File: config.mk
export PLATFORM = sky130hd
export DESIGN_NAME = glay_compute_unit
export DESIGN_NICKNAME = d
export VERILOG_FILES = /design/src/rtl/glay_mem_pkg.sv /design/src/rtl/glay_control_pkg.sv /design/src/rtl/glay_fifo_if.sv /design/src/rtl/glay_sync_fifo.sv /design/src/rtl/glay_kernel_control.sv /design/src/rtl/glay_kernel_setup.sv /design/src/rtl/glay_request_generator.sv /design/src/rtl/glay_compute_unit.sv
export VERILOG_INCLUDE_DIRS = /design/src /design/src/rtl
export SDC_FILE = /design/constraint.sdc
export NUM_CORES = 1
export LEC_CHECK = 0
export ABC_CLOCK_PERIOD_IN_PS = 5700
export BUFFER_PORTS_ARGS = -buffer_cell sky130_fd_sc_hd__buf_2
export CAP_MARGIN = 10
export CORE_MARGIN = 2
export CORE_UTILIZATION = 60
export DETAILED_ROUTE_END_ITERATION = 12
export PLACE_DENSITY = 0.8
export SLEW_MARGIN = 20
export SYNTH_ARGS = -nofsm -noshare
export SYNTH_HDL_FRONTEND = slang
export SYNTH_SLANG_ARGS = --single-unit
File: constraint.sdc
create_clock -name ap_clk -period 5.7 [get_ports ap_clk]
set_input_delay 1.14 -clock ap_clk [delete_from_list [all_inputs] [get_ports ap_clk]]
set_output_delay 1.14 -clock ap_clk [all_outputs]
set_load 0.02 [all_outputs]
File: src/rtl/glay_defs.svh
`ifndef GLAY_DEFS_SVH
`define GLAY_DEFS_SVH

// ------------------------------
// Datapath widths
// ------------------------------

// Byte address into memory
`define GLAY_ADDR_BITS 32

// One configuration word
`define GLAY_DATA_BITS 32

// Word count and delivered index
`define GLAY_COUNT_BITS 16

// Address step between consecutive words
`define GLAY_WORD_BYTES 4

// ------------------------------
// Flow control
// ------------------------------

// Memory port credits held out of reset
`define GLAY_MEM_CREDITS 4

// Queue entries, also the outstanding read limit
`define GLAY_FIFO_DEPTH 8

`endif

File: src/rtl/glay_mem_pkg.sv
`include "glay_defs.svh"

package glay_mem_pkg;

  // ------------------------------
  // Memory transactions
  // ------------------------------

  // Read request toward memory
  // Only reads exist, so the address is the whole request
  typedef struct packed {
    logic [`GLAY_ADDR_BITS-1:0] addr;
  } mem_request_t;

  // Read data coming back
  // Responses return in request order, so no tag is carried
  typedef struct packed {
    logic [`GLAY_DATA_BITS-1:0] data;
  } mem_response_t;

endpackage : glay_mem_pkg

File: src/rtl/glay_control_pkg.sv
`include "glay_defs.svh"

package glay_control_pkg;

  // ------------------------------
  // Host side control
  // ------------------------------

  // Setup descriptor sampled at start
  typedef struct packed {
    logic [`GLAY_ADDR_BITS-1:0]  base_addr;
    logic [`GLAY_COUNT_BITS-1:0] num_words;
  } glay_descriptor_t;

  // Kernel handshake states
  // Done holds until the host acknowledges with ap_continue
  typedef enum logic [1:0] {
    ctrl_idle,
    ctrl_busy,
    ctrl_done
  } control_state_t;

endpackage : glay_control_pkg

File: src/rtl/glay_fifo_if.sv
`timescale 1ns/1ps

// Push/pop queue link between a producer, a queue and a consumer
interface glay_fifo_if #(
  parameter type payload_t = logic
);

  // Write side
  logic     push;
  payload_t push_data;
  logic     full;

  // Read side
  logic     pop;
  payload_t pop_data;
  logic     empty;

  // Writer raises push only while full is low
  modport producer (
    output push,
    output push_data,
    input  full
  );

  // Reader sees the head entry and raises pop only while empty is low
  modport consumer (
    output pop,
    input  pop_data,
    input  empty
  );

  // Storage side owns the flags and the head data
  modport queue (
    input  push,
    input  push_data,
    input  pop,
    output full,
    output empty,
    output pop_data
  );

endinterface : glay_fifo_if

File: src/rtl/glay_sync_fifo.sv
`timescale 1ns/1ps
`include "glay_defs.svh"

module glay_sync_fifo #(
  parameter type payload_t = logic
) (
  input logic        ap_clk,
  input logic        control_areset,
  glay_fifo_if.queue fifo
);

  localparam int depth    = `GLAY_FIFO_DEPTH;
  localparam int ptr_bits = $clog2(depth);
  localparam int cnt_bits = $clog2(depth + 1);

  // ------------------------------
  // Storage and pointers
  // ------------------------------
  payload_t            storage [depth];
  logic [ptr_bits-1:0] wr_ptr;
  logic [ptr_bits-1:0] rd_ptr;
  logic [cnt_bits-1:0] count;
  logic                wr_en;
  logic                rd_en;

  // Flags straight from the occupancy count
  assign fifo.full  = (count == cnt_bits'(depth));
  assign fifo.empty = (count == '0);

  // Guarded strobes, simultaneous push and pop allowed
  assign wr_en = fifo.push && !fifo.full;
  assign rd_en = fifo.pop && !fifo.empty;

  // Head entry always visible to the reader
  assign fifo.pop_data = storage[rd_ptr];

  // Payload write
  always_ff @(posedge ap_clk) begin
    if (wr_en) begin
      storage[wr_ptr] <= fifo.push_data;
    end
  end

  // Pointers wrap at depth
  // Occupancy moves only when exactly one side is active
  always_ff @(posedge ap_clk) begin
    if (control_areset) begin
      wr_ptr <= '0;
      rd_ptr <= '0;
      count  <= '0;
    end else begin
      if (wr_en) begin
        wr_ptr <= (wr_ptr == ptr_bits'(depth - 1)) ? '0 : wr_ptr + 1'b1;
      end
      if (rd_en) begin
        rd_ptr <= (rd_ptr == ptr_bits'(depth - 1)) ? '0 : rd_ptr + 1'b1;
      end
      case ({wr_en, rd_en})
        2'b10:   count <= count + 1'b1;
        2'b01:   count <= count - 1'b1;
        default: count <= count;
      endcase
    end
  end

endmodule : glay_sync_fifo

File: src/rtl/glay_kernel_control.sv
`timescale 1ns/1ps
`include "glay_defs.svh"

module glay_kernel_control
  import glay_control_pkg::*;
(
  input  logic                        ap_clk,
  input  logic                        control_areset,
  input  logic                        ap_start,
  input  logic                        ap_continue,
  input  logic [`GLAY_ADDR_BITS-1:0]  desc_base_addr,
  input  logic [`GLAY_COUNT_BITS-1:0] desc_num_words,
  input  logic                        setup_done,
  output logic                        ap_ready,
  output logic                        ap_done,
  output logic                        ap_idle,
  output logic                        start,
  output glay_descriptor_t            descriptor
);

  // ------------------------------
  // Handshake state
  // ------------------------------
  control_state_t state;
  logic           accept;

  // Start only taken while idle
  assign accept = ap_start && (state == ctrl_idle);

  // Host visible status decoded from the state
  assign ap_idle = (state == ctrl_idle);
  assign ap_done = (state == ctrl_done);

  // Setup kick coincides with ap_ready
  assign start = ap_ready;

  // ap_ready is a one cycle echo of the accepted start
  always_ff @(posedge ap_clk) begin
    if (control_areset) begin
      ap_ready <= 1'b0;
    end else begin
      ap_ready <= accept;
    end
  end

  // Idle to busy on start
  // Busy to done when setup reports the last word taken
  // Done back to idle on host acknowledge
  always_ff @(posedge ap_clk) begin
    if (control_areset) begin
      state <= ctrl_idle;
    end else begin
      case (state)
        ctrl_idle: begin
          if (accept) begin
            state <= ctrl_busy;
          end
        end
        ctrl_busy: begin
          if (setup_done) begin
            state <= ctrl_done;
          end
        end
        ctrl_done: begin
          if (ap_continue) begin
            state <= ctrl_idle;
          end
        end
        default: begin
          state <= ctrl_idle;
        end
      endcase
    end
  end

  // ------------------------------
  // Descriptor capture
  // ------------------------------

  // Held stable for the whole run
  always_ff @(posedge ap_clk) begin
    if (accept) begin
      descriptor.base_addr <= desc_base_addr;
      descriptor.num_words <= desc_num_words;
    end
  end

endmodule : glay_kernel_control

File: src/rtl/glay_kernel_setup.sv
`timescale 1ns/1ps
`include "glay_defs.svh"

module glay_kernel_setup
  import glay_mem_pkg::*, glay_control_pkg::*;
(
  input  logic                        ap_clk,
  input  logic                        control_areset,
  input  logic                        start,
  input  glay_descriptor_t            descriptor,
  input  logic                        cfg_ready,
  output logic                        setup_done,
  output logic                        cfg_valid,
  output logic [`GLAY_DATA_BITS-1:0]  cfg_data,
  output logic [`GLAY_COUNT_BITS-1:0] cfg_index,
  glay_fifo_if.producer               req_q,
  glay_fifo_if.consumer               resp_q
);

  // ------------------------------
  // Request side state
  // ------------------------------
  logic [`GLAY_ADDR_BITS-1:0]  req_addr;
  logic [`GLAY_COUNT_BITS-1:0] req_remaining;
  logic                        req_push;
  mem_request_t                req_entry;

  // ------------------------------
  // Delivery side state
  // ------------------------------
  logic [`GLAY_COUNT_BITS-1:0] delivered;
  logic                        active;
  logic                        cfg_accept;
  mem_response_t               resp_head;

  // One request per cycle while words remain and the queue has room
  assign req_push        = (req_remaining != '0) && !req_q.full;
  assign req_entry.addr  = req_addr;
  assign req_q.push      = req_push;
  assign req_q.push_data = req_entry;

  // Queue head drives the config stream directly
  assign resp_head  = resp_q.pop_data;
  assign cfg_valid  = !resp_q.empty;
  assign cfg_data   = resp_head.data;
  assign cfg_accept = cfg_valid && cfg_ready;
  assign resp_q.pop = cfg_accept;

  // Index of the word currently offered
  assign cfg_index = delivered;

  // All words accepted
  // Zero count lands here on the cycle after start
  assign setup_done = active && (delivered == descriptor.num_words);

  // Next word address
  // Loaded from the descriptor at start
  always_ff @(posedge ap_clk) begin
    if (start) begin
      req_addr <= descriptor.base_addr;
    end else if (req_push) begin
      req_addr <= req_addr + `GLAY_ADDR_BITS'(`GLAY_WORD_BYTES);
    end
  end

  // Run bookkeeping
  always_ff @(posedge ap_clk) begin
    if (control_areset) begin
      req_remaining <= '0;
      delivered     <= '0;
      active        <= 1'b0;
    end else if (start) begin
      req_remaining <= descriptor.num_words;
      delivered     <= '0;
      active        <= 1'b1;
    end else begin
      if (req_push) begin
        req_remaining <= req_remaining - 1'b1;
      end
      if (cfg_accept) begin
        delivered <= delivered + 1'b1;
      end
      // Single cycle done pulse
      if (setup_done) begin
        active <= 1'b0;
      end
    end
  end

endmodule : glay_kernel_setup

File: src/rtl/glay_request_generator.sv
`timescale 1ns/1ps
`include "glay_defs.svh"

module glay_request_generator
  import glay_mem_pkg::*;
(
  input  logic                       ap_clk,
  input  logic                       control_areset,
  input  logic                       mem_req_credit,
  input  logic                       mem_resp_valid,
  input  logic [`GLAY_DATA_BITS-1:0] mem_resp_data,
  input  logic                       resp_pop,
  output logic                       mem_req_valid,
  output logic [`GLAY_ADDR_BITS-1:0] mem_req_addr,
  glay_fifo_if.consumer              req_q,
  glay_fifo_if.producer              resp_q
);

  localparam int credit_bits = $clog2(`GLAY_MEM_CREDITS + 1);
  localparam int out_bits    = $clog2(`GLAY_FIFO_DEPTH + 1);

  // ------------------------------
  // Accounting
  // ------------------------------
  logic [credit_bits-1:0] credits;
  logic [out_bits-1:0]    outstanding;
  logic                   issue;
  mem_request_t           req_head;
  mem_response_t          resp_entry;

  assign req_head = req_q.pop_data;

  // Need a request, a credit and room in the response queue
  assign issue = !req_q.empty && (credits != '0) &&
                 (outstanding < out_bits'(`GLAY_FIFO_DEPTH));

  assign req_q.pop = issue;

  // Credit spent at issue, so the count is already low while valid is up
  // Outstanding counts issued reads not yet popped from resp_q
  always_ff @(posedge ap_clk) begin
    if (control_areset) begin
      credits     <= credit_bits'(`GLAY_MEM_CREDITS);
      outstanding <= '0;
    end else begin
      credits     <= credits - credit_bits'(issue) + credit_bits'(mem_req_credit);
      outstanding <= outstanding + out_bits'(issue) - out_bits'(resp_pop);
    end
  end

  // ------------------------------
  // Memory port registers
  // ------------------------------
  always_ff @(posedge ap_clk) begin
    if (control_areset) begin
      mem_req_valid <= 1'b0;
    end else begin
      mem_req_valid <= issue;
    end
  end

  always_ff @(posedge ap_clk) begin
    if (issue) begin
      mem_req_addr <= req_head.addr;
    end
  end

  // Responses go straight in; the outstanding limit keeps resp_q from overflowing
  assign resp_entry.data  = mem_resp_data;
  assign resp_q.push      = mem_resp_valid;
  assign resp_q.push_data = resp_entry;

endmodule : glay_request_generator

File: src/rtl/glay_compute_unit.sv
`timescale 1ns/1ps
`include "glay_defs.svh"

module glay_compute_unit
  import glay_mem_pkg::*, glay_control_pkg::*;
(
  input  logic                        ap_clk,
  input  logic                        control_areset,
  // Host handshake
  input  logic                        ap_start,
  input  logic                        ap_continue,
  output logic                        ap_ready,
  output logic                        ap_done,
  output logic                        ap_idle,
  input  logic [`GLAY_ADDR_BITS-1:0]  desc_base_addr,
  input  logic [`GLAY_COUNT_BITS-1:0] desc_num_words,
  // Memory port
  output logic                        mem_req_valid,
  output logic [`GLAY_ADDR_BITS-1:0]  mem_req_addr,
  input  logic                        mem_req_credit,
  input  logic                        mem_resp_valid,
  input  logic [`GLAY_DATA_BITS-1:0]  mem_resp_data,
  // Configuration stream
  output logic                        cfg_valid,
  output logic [`GLAY_DATA_BITS-1:0]  cfg_data,
  output logic [`GLAY_COUNT_BITS-1:0] cfg_index,
  input  logic                        cfg_ready
);

  // ------------------------------
  // Internal links
  // ------------------------------
  glay_descriptor_t descriptor;
  logic             start;
  logic             setup_done;

  // Setup to generator
  glay_fifo_if #(.payload_t(mem_request_t))  req_q ();
  // Generator to setup
  glay_fifo_if #(.payload_t(mem_response_t)) resp_q ();

  // ------------------------------
  // Control
  // ------------------------------
  glay_kernel_control i_glay_kernel_control (
    .ap_clk        (ap_clk),
    .control_areset(control_areset),
    .ap_start      (ap_start),
    .ap_continue   (ap_continue),
    .desc_base_addr(desc_base_addr),
    .desc_num_words(desc_num_words),
    .setup_done    (setup_done),
    .ap_ready      (ap_ready),
    .ap_done       (ap_done),
    .ap_idle       (ap_idle),
    .start         (start),
    .descriptor    (descriptor)
  );

  // ------------------------------
  // Setup engine
  // ------------------------------
  glay_kernel_setup i_glay_kernel_setup (
    .ap_clk        (ap_clk),
    .control_areset(control_areset),
    .start         (start),
    .descriptor    (descriptor),
    .cfg_ready     (cfg_ready),
    .setup_done    (setup_done),
    .cfg_valid     (cfg_valid),
    .cfg_data      (cfg_data),
    .cfg_index     (cfg_index),
    .req_q         (req_q),
    .resp_q        (resp_q)
  );

  // ------------------------------
  // Queues and memory port
  // ------------------------------
  glay_sync_fifo #(.payload_t(mem_request_t)) i_req_fifo (
    .ap_clk        (ap_clk),
    .control_areset(control_areset),
    .fifo          (req_q)
  );

  glay_sync_fifo #(.payload_t(mem_response_t)) i_resp_fifo (
    .ap_clk        (ap_clk),
    .control_areset(control_areset),
    .fifo          (resp_q)
  );

  // Pop of resp_q fed back for outstanding accounting
  glay_request_generator i_glay_request_generator (
    .ap_clk        (ap_clk),
    .control_areset(control_areset),
    .mem_req_credit(mem_req_credit),
    .mem_resp_valid(mem_resp_valid),
    .mem_resp_data (mem_resp_data),
    .resp_pop      (resp_q.pop),
    .mem_req_valid (mem_req_valid),
    .mem_req_addr  (mem_req_addr),
    .req_q         (req_q),
    .resp_q        (resp_q)
  );

endmodule : glay_compute_unit

==> run_results.csv, run 1 <==
group,metric,value,unit
yosys,syn_inst,1434,
clocking,cts_hold_buf,0,
critical_path,max_stage_delay,1.03,ns
timing,min_period,4.09,ns
clocking,numCtsBuffers,69,
critical_path,r2r_start,"i_glay_kernel_setup.req_remaining[0]",
detailed_routing,drc,0,
yosys,synthMuxAreaShare,13.5,%
global_route,grt_pass1_vias,14500,
yosys,ys_ff_latch,691,
timing,timing.fmax,244,MHz
yosys,yosysWarnings,0,
finish,syn2layout_area_growth,14.2,%
timing,relSlewSlack,28.9,%
finish,final_cell_mix,"624 x edfxtp_1, 171 x buf_2, 128 x mux4_2",
timing,worst_slew_pin_slew,1.07,ns
timing,setup_viol,0,
yosys,yosysUniqueCellTypes,62,
yosys,synth_top_family_by_area,"multiplexers",
critical_path,cp-start-kind,"flop",
run_status,status,"completed",
detailed_routing,ant_nets,0,
global_route,antenna_found_initial,3,
clocking,clk_latency,0.60,ns
power_and_ir_drop,swShare,28.9,%
critical_path,cp_top_family,"flip-flops",
global_route,grt_max_degree,72,
placed_design,io_buffers,171,
timing,grt_setup_unrepaired,"no",
clocking,clock_path_buffers,3,
clocking,tritoncts,"built",
yosys,synthesis.nets,1547,
power_and_ir_drop,peakVddDrop,0.389,mV
detailed_routing,drt_iter0_markers,1417,
clocking,htree_levels,3,
job,drv_cap,0,
finish,nNetsFinal,1752,
critical_path,critPathArrivalTime,2.95,ns
critical_path,crit_required,4.56,ns
floorplan,core-area,44400,um^2
critical_path,cp.buffers_inverters,2,
critical_path,critical_path.max_fanout,41,
clocking,cts_setup_buffers,0,
power_and_ir_drop,comb_power_share,22.0,%
yosys,seq_area_frac_synth,74.1,%
floorplan,ios,172,
finish,layout-drive-gt1-share,32.1,%
floorplan,die_w,217,um
detailed_routing,num_vias,13900,
floorplan,floorplan.initialDensity,61.0,%
timing,finalSetupTns,0,ns
clocking,cts.sinks,691,
critical_path,cp_slowest_cell,"dfxtp_2",
global_route,gr-total-overflow,0,
timing,fin_crit_sh,71.8,%
power_and_ir_drop,p_clk_share,28.7,%
detailed_routing,firstDrtPassIters,7,
timing,maxSlewViolCount,0,
critical_path,worst-setup-path-type,"reg2out",
clocking,cts-resized-gates,0,
clocking,clkSlewWorstSetupHoldPaths,0.06,ns
floorplan,rows,77,
finish,n_antenna_cell,0,
floorplan,dieArea,46900,um^2
global_route,grt_pass1_wl,84.3,mm
yosys,synth_edf_count,624,
yosys,synth_adder_area_share,1.28,%
power_and_ir_drop,p_leak,10.3,nW
timing,finalHoldViolCount,0,
placed_design,gp_congestion,0.772,
timing,hold_ws,0.483,ns
min_path,hold_path_class,"reg2reg",
yosys,avgSynthCellArea,18.9,um^2
yosys,synth-simple-area-share,5.16,%
floorplan,die_height,217,um
global_route,grt.total_usage,24.1,%
yosys,synth_area,27100,um^2
yosys,postSynth.asyncResetShare,0,%
finish,layout_commonest_cell,"edfxtp_1",
yosys,synthXorXnorAreaFrac,2.55,%
detailed_routing,viasPerCell,6.10,
yosys,ys.flop_type,"edfxtp_1",
power_and_ir_drop,p_int,11.1,mW
yosys,synth_compound_area_share,2.03,%
critical_path,path_cells,"buf_4 -> mux4_2 -> mux2_2 -> buf_2",
clocking,cts-root-buf,"clkbuf_16",
power_and_ir_drop,power.switching,4.49,mW
power_and_ir_drop,powerDensity,502,nW/um^2
timing,fin_worst_skew,0.0163,ns
power_and_ir_drop,pwr-share-seq,49.3,%
placed_design,hpwlAfterDp,29.3,mm
detailed_routing,totalWireLength,54.9,mm
power_and_ir_drop,power.total,15.6,mW
critical_path,endpoint_kind,"primary output",
min_path,worstHoldStart,"i_resp_fifo.rd_ptr[2]",
detailed_routing,wire_per_inst,24.0,um
==> cell families after synthesis <==
kind of cell             Yosys count
flip-flops                       691
adder cells (fa/ha/maj)           26
multiplexers                     197
AND/OR/NAND/NOR                  265
XOR/XNOR                          79
buffers and inverters             92
AO/OA/AOI/OAI                     84
==> worst paths after layout <==
path / slack, ns / to / depth (start not counted)
min reg2reg: 0.48 / i_resp_fifo.rd_ptr[2] / 2
min: 0.48 / i_resp_fifo.rd_ptr[2] / 2
max reg2reg: 2.68 / i_req_fifo.count[2] / 12
max: 1.61 / cfg_data[25] / 4
==> layout make-up <==
| type | count | area, um^2 |
|---|---|---|
| fillers | 2687 | 13500 |
| well taps | 592 | 741 |
| clock inverters | 40 | 367 |
| inverters | 29 | 114 |
| clock buffers | 82 | 1850 |
| repair buffers | 197 | 1050 |
| multi-input cells | 651 | 6750 |
| flip-flops and latches | 691 | 20100 |
==> metrics by stage <==
stage          worst slack, ns  utilization (%)  std cells  area [um^2]
3_5_place_dp              2.21             64.7       2160        28700
2_1_floorplan            0.577                -       1434        27100
5_1_grt                   1.41             69.7       2282        31000
3_3_place_gp              2.22             64.7       2160        28700
4_1_cts                   1.54             69.7       2282        30900
6_report                  1.61             69.7       2282        31000
==> state kept, by name (all words and copies together) (netlist names), named ones only <==
name                                    cells
i_glay_kernel_setup.req_q.push_data        32
i_resp_fifo.wr_ptr                          3
i_resp_fifo.rd_ptr                          3
i_glay_request_generator.mem_req_valid      1
i_glay_request_generator.outstanding        4
i_glay_request_generator.credits            3
i_req_fifo.rd_ptr                           3
i_glay_kernel_setup.active                  1
i_glay_kernel_setup.req_remaining          16
i_glay_request_generator.mem_req_addr      32
i_req_fifo.storage                        256
i_glay_kernel_setup.cfg_index              16
i_glay_kernel_control.state                 2
i_req_fifo.count                            4
i_glay_kernel_control.descriptor           48
i_resp_fifo.count                           4
i_resp_fifo.storage                       256
i_req_fifo.wr_ptr                           3
i_glay_kernel_control.ap_ready              1
==> tightest hold or removal path: stages (launching register included) <==
cell and delay [ns]:
dfxtp_1 0.31, nand2_1 0.05, a21oi_1 0.07
==> routing by layer <==
metal / vias up / global-route usage [%] / wire [um]
met3: 104 / 4.53 / 3980
met4: 6 / 8.11 / 1400
met2: 573 / 39.3 / 27900
li1: 6093 / - / -
met1: 7133 / 33.2 / 21600
met5: - / 0 / 38
==> power by group through the flow <==
stage          clock network [mW]  registers (mW)  logic, mW
2_1_floorplan                   0            7.52       2.53
3_3_place_gp                    0            7.66       3.32
5_1_grt                      4.72            7.81       3.70
4_1_cts                      4.54            7.67       3.47
3_5_place_dp                    0            7.75       3.41
6_report                     4.47            7.66       3.42
==> synthesized netlist by cell type, types with 3 or more instances <==
library cell | number | area share (%)
a211oi_1 | 7 | 0.19
a21oi_1 | 21 | 0.39
a311oi_1 | 3 | 0.097
and2_1 | 4 | 0.092
and3_1 | 9 | 0.21
and4_1 | 4 | 0.13
buf_1 | 10 | 0.14
buf_2 | 15 | 0.28
clkbuf_1 | 36 | 0.50
dfxtp_1 | 67 | 4.9
edfxtp_1 | 624 | 69
fa_1 | 3 | 0.22
ha_1 | 23 | 1.1
inv_1 | 26 | 0.36
mux2_2 | 65 | 2.7
mux2i_1 | 4 | 0.15
mux4_2 | 128 | 11
nand2_1 | 69 | 0.96
nand2b_1 | 6 | 0.14
nand3_1 | 11 | 0.20
nand3b_1 | 3 | 0.083
nand4_1 | 9 | 0.21
nor2_1 | 67 | 0.93
nor2b_1 | 5 | 0.12
nor3_1 | 24 | 0.44
nor3b_1 | 7 | 0.19
nor4_1 | 14 | 0.32
nor4_2 | 7 | 0.32
o21ai_0 | 22 | 0.41
o21ai_1 | 15 | 0.28
or3_1 | 8 | 0.18
xnor2_1 | 55 | 1.8
xor2_1 | 24 | 0.78
(Power assumes the default switching activity.)
==> inputs of run 2 (changes only) <==
--- a/config.mk
+++ b/config.mk
@@ -6,13 +6,14 @@
 export SDC_FILE = /design/constraint.sdc
 export NUM_CORES = 1
 export LEC_CHECK = 0
-export ABC_CLOCK_PERIOD_IN_PS = 5700
+export ABC_AREA = 1
+export ABC_CLOCK_PERIOD_IN_PS = 3580
 export BUFFER_PORTS_ARGS = -buffer_cell sky130_fd_sc_hd__buf_2
 export CAP_MARGIN = 10
 export CORE_MARGIN = 2
-export CORE_UTILIZATION = 60
+export CORE_UTILIZATION = 55
 export DETAILED_ROUTE_END_ITERATION = 12
-export PLACE_DENSITY = 0.8
+export PLACE_DENSITY = 0.77
 export SLEW_MARGIN = 20
 export SYNTH_ARGS = -nofsm -noshare
 export SYNTH_HDL_FRONTEND = slang
==> constraint.sdc (replaced) <==
create_clock -name ap_clk -period 3.58 [get_ports ap_clk]
set_input_delay 0.716 -clock ap_clk [delete_from_list [all_inputs] [get_ports ap_clk]]
set_output_delay 0.716 -clock ap_clk [all_outputs]
set_load 0.02 [all_outputs]
==> run_results.csv, run 2 <==
group,metric,value,unit
yosys,ys_ff_latch,691,
critical_path,rr_worst_depth,12,
power_and_ir_drop,p_clk_share,26.4,%
yosys,synth_area,28000,um^2
yosys,postSynth.asyncResetShare,0,%
critical_path,endpoint_kind,"primary output",
critical_path,critical_path.max_fanout,64,
finish,fillers,3721,
critical_path,crit_required,2.86,ns
yosys,syn_inst,2349,
clocking,clk_latency,0.62,ns
finish,regArea,20100,um^2
clocking,cts_hold_buf,0,
global_route,antenna_found_initial,3,
yosys,avgSynthCellArea,11.9,um^2
clocking,htree_levels,3,
detailed_routing,wire_per_inst,19.2,um
finish,nNetsFinal,2627,
global_route,gr-total-overflow,0,
yosys,yosys.area.top_type,"edfxtp_1",
min_path,hold_path_depth,1,
critical_path,crit_end,"cfg_data[24]",
power_and_ir_drop,power.switching,9.41,mW
timing,maxSlewViolCount,0,
finish,final_cell_mix,"624 x edfxtp_1, 526 x nor2_1, 302 x o21ai_0",
yosys,post-synth-top-count-cell,"edfxtp_1",
yosys,synthesis.nets,2462,
clocking,cts_setup_buffers,0,
yosys,ys.flop_type,"edfxtp_1",
critical_path,critPathArrivalTime,2.59,ns
finish,multiInputGateArea,7060,um^2
detailed_routing,drc,0,
clocking,clock_path_buffers,3,
critical_path,rrSetupSlack,0.91,ns
clocking,numCtsBuffers,70,
placed_design,gp_congestion,0.863,
clocking,cts-resized-gates,0,
finish,top_regs,"i_req_fifo.storage: 256 flops, i_resp_fifo.storage: 256 flops, i_glay_kernel_control.descriptor: 48 flops",
clocking,clkSlewWorstSetupHoldPaths,0.06,ns
placed_design,hpwlAfterDp,36.4,mm
job,drv_cap,0,
detailed_routing,ant_nets,0,
yosys,seq_area_frac_synth,71.6,%
global_route,grt_pass1_wl,97.4,mm
timing,finalSetupTns,0,ns
critical_path,r2r_start,"i_resp_fifo.count[0]",
timing,hold_ws,0.270,ns
timing,finalHoldViolCount,0,
power_and_ir_drop,powerDensity,843,nW/um^2
floorplan,dieArea,52800,um^2
detailed_routing,num_vias,18500,
floorplan,die_w,230,um
timing,worst_slew_pin_slew,1.07,ns
power_and_ir_drop,pwr-share-seq,45.5,%
timing,relSlewSlack,28.8,%
global_route,grt_pass1_vias,18400,
timing,min_period,3.31,ns
clocking,tritoncts,"built",
finish,layout_commonest_cell,"edfxtp_1",
floorplan,rows,82,
floorplan,ios,172,
detailed_routing,viasPerCell,5.70,
critical_path,cp-start-kind,"flop",
global_route,grt_max_degree,129,
power_and_ir_drop,swShare,34.9,%
floorplan,die_height,230,um
critical_path,worst-setup-path-type,"reg2out",
global_route,grt.total_usage,23.6,%
clocking,cts-root-buf,"clkbuf_16",
timing,setup_viol,0,
yosys,yosysWarnings,0,
clocking,cts.sinks,691,
power_and_ir_drop,comb_power_share,28.1,%
yosys,synth_common_cells,"624 x edfxtp_1, 542 x nor2_1, 302 x o21ai_0",
power_and_ir_drop,peakVddDrop,0.576,mV
yosys,synth_edf_count,624,
placed_design,io_buffers,171,
timing,grt_setup_unrepaired,"no",
finish,syn2layout_area_growth,13.9,%
critical_path,r2r-end,"i_glay_request_generator.outstanding[3]",
finish,stdcell_area,31900,um^2
yosys,yosysUniqueCellTypes,48,
run_status,status,"completed",
detailed_routing,drt_iter0_markers,1886,
timing,timing.fmax,302,MHz
timing,fin_worst_skew,0.0320,ns
yosys,yosysTopAreaCellShare,66.8,%
timing,fin_crit_sh,92.4,%
finish,layout-drive-gt1-share,14.5,%
floorplan,core-area,50300,um^2
yosys,ys_top_cells_by_area,"edfxtp_1 67%, nor2_1 7.3%, o21ai_0 5.4%",
detailed_routing,firstDrtPassIters,6,
placed_design,placed_cell_area,29700,um^2
detailed_routing,totalWireLength,62.3,mm
floorplan,floorplan.initialDensity,55.8,%
min_path,hold_path_class,"in2reg",
power_and_ir_drop,p_int,17.5,mW
power_and_ir_drop,p_leak,11.5,nW
run 2: critical path, cell delays in order, from the launching register on:
cell and delay [ns]:
dfxtp_2 0.33, buf_4 0.58, o21ai_0 0.25, o22ai_1 0.21, nor2_1 0.06, a31oi_1 0.27, buf_2 0.23
run 2: area by class of cell:
| class | instances | area share, % |
|---|---|---|
| diodes | 2 | 0.0157 |
| multi-input cells | 1425 | 22.1 |
| clock buffers | 85 | 5.80 |
| well taps | 672 | 2.63 |
| flip-flops and latches | 691 | 62.9 |
| repair buffers | 208 | 3.90 |
| clock inverters | 41 | 1.20 |
| inverters | 118 | 1.39 |
run 2: how the worst min path moves through the flow:
| stage | to | slack [ns] | start |
|---|---|---|---|
| final | i_glay_kernel_control.descriptor[1] | 0.27 | desc_num_words[1] |
| after floorplan | i_glay_kernel_setup.req_remaining[0] | 0.42 | i_glay_kernel_setup.req_remaining[0] |
| after global routing | i_glay_kernel_control.descriptor[1] | 0.25 | desc_num_words[1] |
| after detailed placement | i_glay_kernel_setup.req_remaining[0] | 0.44 | i_glay_kernel_setup.req_remaining[0] |
| after CTS | i_glay_kernel_control.descriptor[1] | 0.24 | desc_num_words[1] |
| after global placement | i_glay_kernel_setup.req_remaining[0] | 0.44 | i_glay_kernel_setup.req_remaining[0] |
run 2: through the flow:
| step | power, mW | setup WS (ns) | instances | util, % |
|---|---|---|---|---|
| detailed placement | 19.9 | 0.810 | 3114 | 59.0 |
| global placement | 19.6 | 0.878 | 3114 | 59.0 |
| finish | 26.9 | 0.273 | 3242 | 63.5 |
| global route | 28.4 | 0.166 | 3242 | 63.5 |
| floorplan | 17.3 | 0.660 | 2349 | - |
| CTS | 27.0 | 0.323 | 3240 | 63.5 |
run 2: power by group through the flow:
stage | Sequential [mW] | Clock, mW | Combinational (mW)
2_1_floorplan | 12.2 | 0 | 5.05
3_3_place_gp | 12.3 | 0 | 7.26
3_5_place_dp | 12.4 | 0 | 7.54
4_1_cts | 12.3 | 7.18 | 7.57
5_1_grt | 12.4 | 7.50 | 8.41
6_report | 12.3 | 7.09 | 7.57
run 2: metal layers:
layer,global-route usage (%),part of all wire (%)
met1,32.2,41
met4,9.19,2.9
met5,0,0.021
met3,3.47,7.6
met2,38.7,48
run 2: logic make-up (layout without fill, tap and decap cells):
| group | Yosys count | count (layout) | share of synthesized area (%) |
|---|---|---|---|
| flops | 691 | 691 | 71.6 |
| buf+inv | 233 | 452 | 3.47 |
| fa+ha+maj | 26 | 26 | 1.24 |
| xor+xnor | 43 | 43 | 1.34 |
| other cells | 0 | 2 | 0 |
| simple gates | 856 | 856 | 12.6 |
| compound gates | 500 | 500 | 9.72 |
==> inputs of run 3 (changes only) <==
--- a/config.mk
+++ b/config.mk
@@ -10,6 +10,7 @@
 export ABC_CLOCK_PERIOD_IN_PS = 3580
 export BUFFER_PORTS_ARGS = -buffer_cell sky130_fd_sc_hd__buf_2
 export CAP_MARGIN = 10
+export CORE_ASPECT_RATIO = 1.1
 export CORE_MARGIN = 2
 export CORE_UTILIZATION = 55
 export DETAILED_ROUTE_END_ITERATION = 12
==> run_results.csv, run 3 (same netlist as run 2, synthesis figures left out) <==
group,metric,value,unit
clocking,numCtsBuffers,67,
clocking,clock_path_buffers,3,
global_route,grt.total_usage,24.1,%
clocking,cts_setup_buffers,0,
floorplan,die_height,241,um
critical_path,critical_path.max_fanout,57,
timing,maxSlewViolCount,0,
detailed_routing,num_vias,18600,
floorplan,core-area,50300,um^2
timing,grt_setup_unrepaired,"no",
finish,final_cell_mix,"624 x edfxtp_1, 526 x nor2_1, 302 x o21ai_0",
clocking,cts-root-buf,"clkbuf_16",
timing,fin_worst_skew,0.0310,ns
job,drv_cap,0,
timing,worst_slew_pin_slew,0.914,ns
power_and_ir_drop,p_leak,11.3,nW
timing,fin_ws,0.367,ns
critical_path,cp-start-kind,"flop",
clocking,cts-resized-gates,0,
critical_path,crit_required,2.86,ns
global_route,grt_pass1_wl,97.6,mm
clocking,cts_hold_buf,0,
detailed_routing,viasPerCell,5.78,
floorplan,floorplan.initialDensity,55.8,%
floorplan,rows,86,
clocking,htree_levels,3,
finish,syn2layout_area_growth,12.7,%
detailed_routing,wire_per_inst,19.7,um
detailed_routing,drc,0,
global_route,gr-total-overflow,0,
clocking,tritoncts,"built",
critical_path,worst-setup-path-type,"reg2out",
run_status,status,"completed",
finish,nNetsFinal,2621,
placed_design,gp_congestion,0.862,
detailed_routing,firstDrtPassIters,5,
global_route,grt_pass1_vias,18300,
clocking,clk_latency,0.61,ns
global_route,antenna_found_initial,12,
power_and_ir_drop,peakVddDrop,0.504,mV
placed_design,hpwlAfterDp,36.8,mm
floorplan,dieArea,52800,um^2
timing,relSlewSlack,39.0,%
timing,finalSetupTns,0,ns
floorplan,ios,172,
timing,setup_viol,0,
min_path,hold_path_class,"in2reg",
clocking,clkSlewWorstSetupHoldPaths,0.06,ns
timing,fin_crit_sh,89.8,%
critical_path,endpoint_kind,"primary output",
global_route,grt_max_degree,129,
timing,timing.fmax,311,MHz
timing,min_period,3.21,ns
power_and_ir_drop,power.total,26.3,mW
detailed_routing,ant_nets,0,
timing,finalHoldViolCount,0,
placed_design,io_buffers,171,
power_and_ir_drop,powerDensity,833,nW/um^2
finish,layout-drive-gt1-share,13.9,%
floorplan,die_w,219,um
finish,layout_commonest_cell,"edfxtp_1",
critical_path,critPathArrivalTime,2.50,ns
detailed_routing,drt_iter0_markers,1824,
detailed_routing,totalWireLength,63.4,mm
clocking,cts.sinks,691,
finish,top_regs,"i_req_fifo.storage: 256 flops, i_resp_fifo.storage: 256 flops, i_glay_kernel_control.descriptor: 48 flops",
placed_design,dpl_worst_slack,0.857,ns
run 3: changes by cell type in the layout (fill, tap and decap cells not counted), sizes merged:
cell    previous run  this run
bufinv             5         1
diode              2         4
clkinv            33        23
inv              119       121
clkbuf            85        86
buf              208       205
run 3: path summary, 6_finish.rpt:
kind / startpoint / to / slack [ns] / cells after the start
hold / removal: desc_base_addr[28] / i_glay_kernel_control.descriptor[44] / 0.28 / 1
hold reg to reg: i_glay_kernel_setup.req_remaining[0] / i_glay_kernel_setup.req_remaining[0] / 0.45 / 1
setup / recovery: flop / cfg_data[12] / 0.37 / 7
setup reg to reg: i_resp_fifo.count[0] / i_glay_request_generator.outstanding[3] / 0.94 / 12
run 3: cell type report:
| type | count | area, um^2 |
|---|---|---|
| antenna | 4 | 10.0 |
| multi-input combinational | 1425 | 7050 |
| tap | 660 | 826 |
| fill | 3645 | 18700 |
| inverter | 118 | 445 |
| sequential | 691 | 20100 |
| clock inverter | 29 | 191 |
| clock buffer | 86 | 1790 |
| timing repair buffer | 205 | 1190 |
run 3: metal layers:
| metal | routed length, um | up-vias | track usage [%] |
|---|---|---|---|
| met5 | 80 | - | 0 |
| met4 | 1790 | 12 | 9.32 |
| met3 | 5110 | 154 | 4.95 |
| met2 | 32000 | 838 | 41.2 |
| met1 | 24400 | 8977 | 30.4 |
| li1 | - | 8622 | - |
run 3: per-stage QoR:
step / util, % / cell area, um^2 / hold slack [ns] / std cells
finish: 62.9 / 31600 / 0.281 / 3218
global route: 62.9 / 31600 / 0.257 / 3216
CTS: 62.9 / 31600 / 0.253 / 3214
detailed placement: 58.9 / 29600 / 0.444 / 3099
global placement: 58.9 / 29600 / 0.435 / 3099
floorplan: - / 28000 / 0.422 / 2349
run 3: power by group:
group          switching, mW  total [mW]  internal, mW  leakage [nW]
Sequential              1.12        12.3          11.1          6.35
Clock                   2.87        6.49          3.62         0.962
Combinational           5.29        7.56          2.27          4.02
run 3: worst max-delay path, stage by stage (launching register included):
cell     delay (ns)
dfxtp_4        0.36
inv_2          0.40
buf_12         0.31
o21ai_0        0.14
o22ai_1        0.18
nor2_1         0.07
a31oi_1        0.19
buf_2          0.22
